`config.mk`:
```
export PLATFORM = sky130hd
export DESIGN_NAME = commit_stage
export DESIGN_NICKNAME = d
export VERILOG_FILES = /design/src/ooo_pkg.sv /design/src/arch_regfile.sv /design/src/commit_stage.sv /design/src/operand_read.sv /design/src/rename_map.sv /design/src/rob.sv
export SDC_FILE = /design/constraint.sdc
export NUM_CORES = 2
export LEC_CHECK = 0
export BUFFER_PORTS_ARGS = -buffer_cell sky130_fd_sc_hd__buf_2
export CAP_MARGIN = 0
export CELL_PAD_IN_SITES_DETAIL_PLACEMENT = 1
export CELL_PAD_IN_SITES_GLOBAL_PLACEMENT = 1
export CORE_AREA = 2 2 443 445
export CTS_CLUSTER_SIZE = 10
export DETAILED_ROUTE_END_ITERATION = 6
export DIE_AREA = 0 0 445 447
export PLACE_DENSITY_LB_ADDON = 0.25
export SLEW_MARGIN = 20
export SYNTH_ARGS = -nofsm -noshare
export SYNTH_HDL_FRONTEND = slang
export SYNTH_SLANG_ARGS = --single-unit
```
`constraint.sdc`:
```
create_clock -name clock -period 24.4 [get_ports clock]
set_input_delay 4.88 -clock clock [delete_from_list [all_inputs] [get_ports clock]]
set_output_delay 4.88 -clock clock [all_outputs]
set_load 0.02 [all_outputs]
```
`src/ooo_pkg.sv`:
```
////////////////////////////////////////
// ooo_pkg
// sizes, vector types and packed structs
// shared by the in-order commit stage
////////////////////////////////////////

package ooo_pkg;

    // sizes
    localparam int rob_size = 8;
    localparam int xlen     = 32;
    localparam int num_regs = 32;
    localparam int tag_w    = $clog2(rob_size);
    localparam int reg_w    = $clog2(num_regs);

    typedef logic [tag_w-1:0] rob_tag_t;
    typedef logic [tag_w:0]   rob_count_t;
    typedef logic [reg_w-1:0] reg_idx_t;
    typedef logic [xlen-1:0]  word_t;

    // never mapped, always reads as zero
    localparam reg_idx_t zero_reg = '0;

    typedef struct packed {
        logic     valid;
        word_t    pc;
        word_t    pred_npc;
        reg_idx_t dest_reg;
        reg_idx_t src_reg_a;
        reg_idx_t src_reg_b;
        logic     is_branch;
        logic     predicted_taken;
        logic     is_store;
        logic     is_halt;
    } dispatch_t;

    typedef struct packed {
        logic     valid;
        rob_tag_t tag;
        word_t    value;
        logic     actual_taken;
        word_t    actual_target;
    } cdb_t;

    ////////////////////////////////////////
    // one buffer slot
    typedef struct packed {
        logic     valid;
        logic     ready;
        word_t    pc;
        word_t    pred_npc;
        reg_idx_t dest_reg;
        word_t    value;
        logic     is_branch;
        logic     predicted_taken;
        logic     mispredict;
        word_t    branch_target;
        logic     is_store;
        logic     is_halt;
    } rob_entry_t;

    typedef struct packed {
        logic     valid;
        logic     dest_valid;
        reg_idx_t dest_reg;
        word_t    dest_value;
        rob_tag_t tag;
    } retire_t;

    // also used as a map entry, ready then means mapped
    typedef struct packed {
        logic     ready;
        rob_tag_t tag;
        word_t    value;
    } operand_t;

endpackage

```
`src/arch_regfile.sv`:
```
////////////////////////////////////////
// arch_regfile
// 32-word architectural registers, written
// at retire, two combinational reads
////////////////////////////////////////

module arch_regfile (
    input  logic             clock,
    input  logic             reset,
    input  ooo_pkg::retire_t retire,
    input  ooo_pkg::reg_idx_t src_reg_a,
    input  ooo_pkg::reg_idx_t src_reg_b,
    output ooo_pkg::word_t   value_a,
    output ooo_pkg::word_t   value_b
);

    ooo_pkg::word_t regs [ooo_pkg::num_regs];

    always_ff @(posedge clock) begin
        if (reset) begin
            for (int i = 0; i < ooo_pkg::num_regs; i++) begin
                regs[i] <= '0;
            end
        end else if (retire.dest_valid) begin
            regs[retire.dest_reg] <= retire.dest_value;
        end
    end

    // x0 is hardwired
    assign value_a = (src_reg_a == ooo_pkg::zero_reg) ? '0 : regs[src_reg_a];
    assign value_b = (src_reg_b == ooo_pkg::zero_reg) ? '0 : regs[src_reg_b];

    // the buffer must never retire a write to x0
    no_x0_write: assert property (
        @(posedge clock) disable iff (reset)
        retire.dest_valid |-> retire.dest_reg != ooo_pkg::zero_reg
    );

endmodule

```
`src/commit_stage.sv`:
```
////////////////////////////////////////
// commit_stage
// reorder buffer, rename map, register
// file and operand reader
////////////////////////////////////////

module commit_stage (
    input  logic               clock,
    input  logic               reset,
    input  ooo_pkg::dispatch_t dispatch,
    input  ooo_pkg::cdb_t      cdb,
    input  logic               store_ack,
    output logic               rob_full,
    output ooo_pkg::rob_tag_t  dispatch_tag,
    output ooo_pkg::operand_t  src_a,
    output ooo_pkg::operand_t  src_b,
    output ooo_pkg::retire_t   retire,
    output logic               store_commit,
    output logic               squash,
    output ooo_pkg::word_t     target_pc,
    output logic               halt
);

    ooo_pkg::operand_t map_a;
    ooo_pkg::operand_t map_b;
    ooo_pkg::operand_t rob_a;
    ooo_pkg::operand_t rob_b;
    ooo_pkg::rob_tag_t read_tag_a;
    ooo_pkg::rob_tag_t read_tag_b;
    ooo_pkg::word_t    reg_a;
    ooo_pkg::word_t    reg_b;

    // the tail tag is the producer of the new destination
    rob u_rob (
        .clock(clock), .reset(reset),
        .dispatch(dispatch), .cdb(cdb), .store_ack(store_ack),
        .read_tag_a(read_tag_a), .read_tag_b(read_tag_b),
        .read_a(rob_a), .read_b(rob_b),
        .tail(dispatch_tag), .rob_full(rob_full), .retire(retire),
        .store_commit(store_commit), .squash(squash), .halt(halt),
        .target_pc(target_pc)
    );

    rename_map u_rename_map (
        .clock(clock), .reset(reset),
        .dispatch(dispatch), .rob_full(rob_full), .tail(dispatch_tag),
        .retire(retire), .squash(squash),
        .map_a(map_a), .map_b(map_b)
    );

    arch_regfile u_arch_regfile (
        .clock(clock), .reset(reset), .retire(retire),
        .src_reg_a(dispatch.src_reg_a), .src_reg_b(dispatch.src_reg_b),
        .value_a(reg_a), .value_b(reg_b)
    );

    operand_read u_operand_read (
        .map_a(map_a), .map_b(map_b), .rob_a(rob_a), .rob_b(rob_b),
        .reg_a(reg_a), .reg_b(reg_b),
        .read_tag_a(read_tag_a), .read_tag_b(read_tag_b),
        .src_a(src_a), .src_b(src_b)
    );

endmodule

```
`src/operand_read.sv`:
```
////////////////////////////////////////
// operand_read
// picks each source from the register
// file, a finished entry, or a tag
////////////////////////////////////////

module operand_read (
    input  ooo_pkg::operand_t map_a,
    input  ooo_pkg::operand_t map_b,
    input  ooo_pkg::operand_t rob_a,
    input  ooo_pkg::operand_t rob_b,
    input  ooo_pkg::word_t    reg_a,
    input  ooo_pkg::word_t    reg_b,
    output ooo_pkg::rob_tag_t read_tag_a,
    output ooo_pkg::rob_tag_t read_tag_b,
    output ooo_pkg::operand_t src_a,
    output ooo_pkg::operand_t src_b
);

    function automatic ooo_pkg::operand_t pick(ooo_pkg::operand_t map,
                                               ooo_pkg::operand_t from_rob,
                                               ooo_pkg::word_t    from_reg);
        ooo_pkg::operand_t op;
        op.tag = map.tag;
        if (!map.ready) begin
            // no producer in flight
            op.ready = 1'b1;
            op.value = from_reg;
        end else if (from_rob.ready) begin
            op.ready = 1'b1;
            op.value = from_rob.value;
        end else begin
            // wait on the tag
            op.ready = 1'b0;
            op.value = '0;
        end
        return op;
    endfunction

    assign read_tag_a = map_a.tag;
    assign read_tag_b = map_b.tag;

    assign src_a = pick(map_a, rob_a, reg_a);
    assign src_b = pick(map_b, rob_b, reg_b);

endmodule

```
`src/rename_map.sv`:
```
////////////////////////////////////////
// rename_map
// per-register producer tags, set at
// dispatch and cleared at retire or squash
////////////////////////////////////////

module rename_map (
    input  logic               clock,
    input  logic               reset,
    input  ooo_pkg::dispatch_t dispatch,
    input  logic               rob_full,
    input  ooo_pkg::rob_tag_t  tail,
    input  ooo_pkg::retire_t   retire,
    input  logic               squash,
    output ooo_pkg::operand_t  map_a,
    output ooo_pkg::operand_t  map_b
);

    // register 0 has no slot
    logic              map_valid [1:ooo_pkg::num_regs-1];
    ooo_pkg::rob_tag_t map_tag   [1:ooo_pkg::num_regs-1];
    logic              accept;

    // reads see the map before this cycle's dispatch
    always_comb begin
        map_a = '0;
        map_b = '0;
        if (dispatch.src_reg_a != ooo_pkg::zero_reg) begin
            map_a.ready = map_valid[dispatch.src_reg_a];
            map_a.tag   = map_tag[dispatch.src_reg_a];
        end
        if (dispatch.src_reg_b != ooo_pkg::zero_reg) begin
            map_b.ready = map_valid[dispatch.src_reg_b];
            map_b.tag   = map_tag[dispatch.src_reg_b];
        end
    end

    assign accept = dispatch.valid && !rob_full && !squash;

    always_ff @(posedge clock) begin
        if (reset || squash) begin
            for (int r = 1; r < ooo_pkg::num_regs; r++) begin
                map_valid[r] <= 1'b0;
            end
        end else begin
            for (int r = 1; r < ooo_pkg::num_regs; r++) begin
                if (accept && (dispatch.dest_reg == ooo_pkg::reg_idx_t'(r))) begin
                    map_valid[r] <= 1'b1;
                    map_tag[r]   <= tail;
                end else if (retire.dest_valid &&
                             (retire.dest_reg == ooo_pkg::reg_idx_t'(r)) &&
                             map_valid[r] && (map_tag[r] == retire.tag)) begin
                    // only the newest producer clears its own mapping
                    map_valid[r] <= 1'b0;
                end
            end
        end
    end

endmodule

```
`src/rob.sv`:
```
////////////////////////////////////////
// rob
// 8-entry circular reorder buffer with
// dispatch, completion and in-order retire
////////////////////////////////////////

module rob (
    input  logic               clock,
    input  logic               reset,
    input  ooo_pkg::dispatch_t dispatch,
    input  ooo_pkg::cdb_t      cdb,
    input  logic               store_ack,
    input  ooo_pkg::rob_tag_t  read_tag_a,
    input  ooo_pkg::rob_tag_t  read_tag_b,
    output ooo_pkg::operand_t  read_a,
    output ooo_pkg::operand_t  read_b,
    output ooo_pkg::rob_tag_t  tail,
    output logic               rob_full,
    output ooo_pkg::retire_t   retire,
    output logic               store_commit,
    output logic               squash,
    output logic               halt,
    output ooo_pkg::word_t     target_pc
);

    ooo_pkg::rob_entry_t entries [ooo_pkg::rob_size];
    ooo_pkg::rob_tag_t   head;
    ooo_pkg::rob_count_t count;

    ooo_pkg::rob_entry_t head_entry;
    ooo_pkg::rob_entry_t new_entry;
    ooo_pkg::rob_entry_t cdb_entry;
    ooo_pkg::word_t      cdb_target;
    logic                cdb_hit;
    logic                cdb_mispredict;
    logic                accept;
    logic                retire_ok;

    // source read ports, ready only once the producer has completed
    always_comb begin
        read_a.ready = entries[read_tag_a].valid && entries[read_tag_a].ready;
        read_a.tag   = read_tag_a;
        read_a.value = entries[read_tag_a].value;
        read_b.ready = entries[read_tag_b].valid && entries[read_tag_b].ready;
        read_b.tag   = read_tag_b;
        read_b.value = entries[read_tag_b].value;
    end

    assign rob_full = (count == ooo_pkg::rob_count_t'(ooo_pkg::rob_size));
    assign accept   = dispatch.valid && !rob_full && !squash;

    ////////////////////////////////////////
    // dispatch entry
    always_comb begin
        new_entry                 = '0;
        new_entry.valid           = 1'b1;
        // halt has nothing to wait for
        new_entry.ready           = dispatch.is_halt;
        new_entry.pc              = dispatch.pc;
        new_entry.pred_npc        = dispatch.pred_npc;
        new_entry.dest_reg        = dispatch.dest_reg;
        new_entry.is_branch       = dispatch.is_branch;
        new_entry.predicted_taken = dispatch.predicted_taken;
        new_entry.is_store        = dispatch.is_store;
        new_entry.is_halt         = dispatch.is_halt;
    end

    ////////////////////////////////////////
    // completion and mispredict decision
    assign cdb_entry  = entries[cdb.tag];
    assign cdb_hit    = cdb.valid && cdb_entry.valid;
    assign cdb_target = cdb.actual_taken ? cdb.actual_target
                                         : cdb_entry.pc + ooo_pkg::word_t'(4);

    // wrong direction, or taken to the wrong place
    assign cdb_mispredict = cdb_entry.is_branch &&
                            ((cdb.actual_taken != cdb_entry.predicted_taken) ||
                             (cdb.actual_taken && (cdb.actual_target != cdb_entry.pred_npc)));

    ////////////////////////////////////////
    // retire
    assign head_entry = entries[head];

    // an unacknowledged store blocks the head
    assign retire_ok = head_entry.valid && head_entry.ready &&
                       (!head_entry.is_store || store_ack);

    assign retire.valid      = retire_ok;
    assign retire.dest_valid = retire_ok && !head_entry.is_store && !head_entry.is_halt &&
                               (head_entry.dest_reg != ooo_pkg::zero_reg);
    assign retire.dest_reg   = head_entry.dest_reg;
    assign retire.dest_value = head_entry.value;
    assign retire.tag        = head;

    assign store_commit = retire_ok && head_entry.is_store;
    assign halt         = retire_ok && head_entry.is_halt;
    assign squash       = retire_ok && head_entry.is_branch && head_entry.mispredict;
    assign target_pc    = head_entry.branch_target;

    always_ff @(posedge clock) begin
        if (reset || squash) begin
            head  <= '0;
            tail  <= '0;
            count <= '0;
            for (int i = 0; i < ooo_pkg::rob_size; i++) begin
                entries[i].valid <= 1'b0;
            end
        end else begin
            if (accept) begin
                entries[tail] <= new_entry;
                tail          <= tail + ooo_pkg::rob_tag_t'(1);
            end
            if (cdb_hit) begin
                entries[cdb.tag].ready         <= 1'b1;
                entries[cdb.tag].value         <= cdb.value;
                entries[cdb.tag].mispredict    <= cdb_mispredict;
                entries[cdb.tag].branch_target <= cdb_target;
            end
            if (retire_ok) begin
                entries[head].valid <= 1'b0;
                head                <= head + ooo_pkg::rob_tag_t'(1);
            end
            // dispatch and retire together leave the count alone
            case ({accept, retire_ok})
                2'b10:   count <= count + ooo_pkg::rob_count_t'(1);
                2'b01:   count <= count - ooo_pkg::rob_count_t'(1);
                default: count <= count;
            endcase
        end
    end

    ////////////////////////////////////////
    // checks
    count_in_range: assert property (
        @(posedge clock) disable iff (reset)
        count <= ooo_pkg::rob_count_t'(ooo_pkg::rob_size)
    );

    // a full buffer takes nothing, so the tail stays put
    full_holds_tail: assert property (
        @(posedge clock) disable iff (reset)
        rob_full && !squash |=> tail == $past(tail)
    );

endmodule
```
==> flow_summary.json <==
{
  "tightestPinTransition_ps": 1198,
  "dr.max_layer_used": "met5",
  "grt_max_degree": 113,
  "synth-seq-cells": 2281,
  "critPathLaunchType": "primary input",
  "required_ps": 19520,
  "post_cts_buffers": 0,
  "drive_above_1_share": 0.2848,
  "period_share": 0.6512,
  "power.internal_mw": 7.051,
  "drc": 0,
  "crit_fanout": 84,
  "grt_pass1_vias": 77971,
  "ctsResizeCount": 0,
  "drv_cap": 0,
  "combPwrFrac": 0.150,
  "core_sq_mm": 0.1942,
  "wl_per_cell_um": 39.39,
  "die_w_um": 445,
  "p_switching_mw": 2.599,
  "numPortBuffers": 308,
  "gp_congestion": 0.9361,
  "synth_area_sq_mm": 0.1120,
  "fill_cells": 16991,
  "fin_worst_skew_ps": 71.08,
  "cts_root_buf": "clkbuf_16",
  "setup_slack_ps": 8511,
  "p_per_area_mw_per_mm2": 77.77,
  "postSynth.asyncResetShare": 0,
  "antenna_found_initial": 51,
  "p_sw_frac": 0.2693,
  "ir_drop_v": 0.00009764,
  "pre_cts_ws_ps": 8776,
  "relSlewSlack": 0.1787,
  "num-nets-final": 7509,
  "cts_buffers": 283,
  "wl_met3_um": 44460,
  "drt_iter0_drc": 10504,
  "p_clk_frac": 0.383,
  "grt_first_pass_wirelength_um": 559900,
  "maxSlewViolCount": 0,
  "regArea_sq_mm": 0.06822,
  "yosys.area.top_type": "edfxtp_1",
  "ioPinCount": 309,
  "vias_per_cell": 7.384,
  "multi_input_area_sq_mm": 0.04148,
  "netlist.area_leader.share": 0.6036,
  "insertion_delay_ps": 950,
  "syn_inst": 7186,
  "period_needed_ps": 15890,
  "rr_worst_depth": 11,
  "holdBufCountCts": 0,
  "cts_tree": "done",
  "rsz0062_at_grt": "no",
  "area_delta_synth_final_pct": 10.77,
  "setup_tns_ps": 0,
  "syn_area_per_cell_sq_um": 15.59,
  "synth_cell_type_count": 91,
  "endpoint_kind": "primary output",
  "ys_seq_area_frac": 0.6088,
  "critPathKind": "primary input to primary output",
  "hpwl_um": 239100,
  "crit_arrival_ps": 11010,
  "clock-sinks": 2281,
  "power_frac_seq": 0.466,
  "holdCritPathClass": "flop to flop",
  "start_util": 0.5769,
  "clk_path_buf_depth": 4,
  "total_leakage_power_nw": 44.01,
  "wl_met2_um": 190100,
  "row_count": 162,
  "setup_violations": 0,
  "drt_first_pass_iters": 7,
  "grt_overflow": 0,
  "htree_levels": 5,
  "grt_usage": 0.3963,
  "synthTopCellsByArea": "edfxtp_1 60%, mux4_2 18%, nor2_1 4.8%",
  "ys_warn_count": 0,
  "vias": 73753,
  "max_freq_mhz": 62.93,
  "hold_path_depth": 2,
  "power_mw": 9.650,
  "die_y_um": 447,
  "wl_met1_um": 128100,
  "outcome": "finished clean",
  "synth_edf_count": 2252,
  "final_hold_viol_count": 0,
  "drt_wl_total_um": 393400,
  "ant_nets": 0,
  "ys.flop_type": "edfxtp_1",
  "dieArea_sq_mm": 0.1989,
  "clk_pin_slew_worst_paths_ps": 50
}
## flip-flops by register name (all words and copies together), names as in the netlist, named ones only
signal / flops
u_rob.entries: 1120
u_rename_map.map_valid: 31
u_rob.head: 3
u_rob.tail: 3
u_arch_regfile.regs: 1024
u_rename_map.map_tag: 93
u_rob.count: 4
## worst max-delay path, cell delays in order
cell and delay, ps:
buf_8 560, buf_4 850, mux4_2 360, nor2b_1 130, a211oi_1 90, or3_1 520
nor2_4 140, buf_4 700, buf_4 800, mux2i_1 210, a22o_1 270, o32ai_1 860
buf_2 320
## metrics by stage
stage,utilization,hold slack [ps],instances,instance area [sq um]
floorplan,-,435.3,7217,112100
global placement,0.5988,453.8,9601,116300
detailed placement,0.5993,480.7,9605,116400
CTS,0.6384,489.6,9954,124000
global route,0.6389,503.2,9975,124100
finish,0.6391,499.0,9988,124100
## worst paths after layout
| check | from | to | slack (ps) |
|---|---|---|---|
| worst max-delay path | dispatch[5] | src_b[8] | 8510 |
| worst min-delay path | u_rob.entries[0][139]$_SDFFE_PP0P_ | u_rob.entries[0][139]$_SDFFE_PP0P_ | 500 |
| worst max register to register | flop | u_rob.entries[0][55]$_DFFE_PP_ | 16970 |
| worst min register to register | u_rob.entries[0][139]$_SDFFE_PP0P_ | u_rob.entries[0][139]$_SDFFE_PP0P_ | 500 |
## Yosys cell counts (all sizes together) (5+ instances only)
cell     number
a211oi       59
a21boi        5
a21oi        33
a221o        12
a221oi       57
a22o         38
a22oi        53
a31o          5
a31oi         7
and2        146
and3        143
and3b         6
buf         243
clkbuf      431
dfxtp        29
edfxtp     2252
ha            5
inv          55
mux2        181
mux2i       361
mux4        898
nand2       113
nand2b       51
nand3        28
nand3b       13
nand4        42
nor2       1428
nor2b        21
nor3         18
nor3b        14
nor4          8
o21ai        25
o221ai       68
o22ai        49
o2bb2ai      12
o32ai        34
or2          22
or3           9
or3b          9
or4           6
xnor2        64
xor2         87
## layout make-up
| class | instances | share of cell area |
|---|---|---|
| Inverter | 57 | 0.001825 |
| Clock buffer | 336 | 0.06029 |
| Timing Repair Buffer | 520 | 0.02667 |
| Antenna cell | 34 | 0.0006856 |
| Sequential cell | 2281 | 0.5498 |
| Clock inverter | 13 | 0.0008873 |
| Multi-Input combinational cell | 4205 | 0.3343 |
| Tap cell | 2542 | 0.02563 |
## cell usage in the layout (no fill, tap or decap), drive strengths merged, types with 32 or more instances in the layout
master  count
edfxtp   2252
nor2     1428
mux4      898
buf       520
mux2i     361
clkbuf    336
mux2      181
and2      146
and3      143
nand2     113
xor2       87
o221ai     68
xnor2      64
a211oi     59
inv        59
a221oi     57
a22oi      53
nand2b     51
o22ai      49
nand4      42
a22o       38
diode      34
o32ai      34
a21oi      33
conb       32
## per-layer routing
| layer | vias to the layer above | global-route usage |
|---|---|---|
| li1 | 28404 | - |
| met3 | 1524 | 0.09425 |
| met1 | 38135 | 0.4693 |
| met2 | 5656 | 0.6448 |
| met4 | 34 | 0.2751 |
| met5 | - | 0 |
## cell families (layout without fill, tap and decap cells)
kind of cell / after synthesis / after routing / synth area share
flip-flops: 2281 / 2281 / 0.6088
AND/OR/NAND/NOR: 2085 / 2085 / 0.08279
multiplexers: 1440 / 1440 / 0.2311
buffers and inverters: 731 / 926 / 0.02955
AO/OA/AOI/OAI: 492 / 492 / 0.03522
XOR/XNOR: 151 / 151 / 0.01194
adder cells (fa/ha/maj): 5 / 5 / 0.0005584
other: 1 / 66 / 0.00003347
## power by group through the flow
stage | clock, mW | sequential, mW | combinational, mW
after detailed placement | 0 | 4.57 | 1.41
after global routing | 3.83 | 4.51 | 1.49
after floorplan | 0 | 4.55 | 0.865
after global placement | 0 | 4.55 | 1.37
after CTS | 3.70 | 4.50 | 1.42
final | 3.70 | 4.50 | 1.45
No activity file was read; power rests on OpenSTA's default activity.
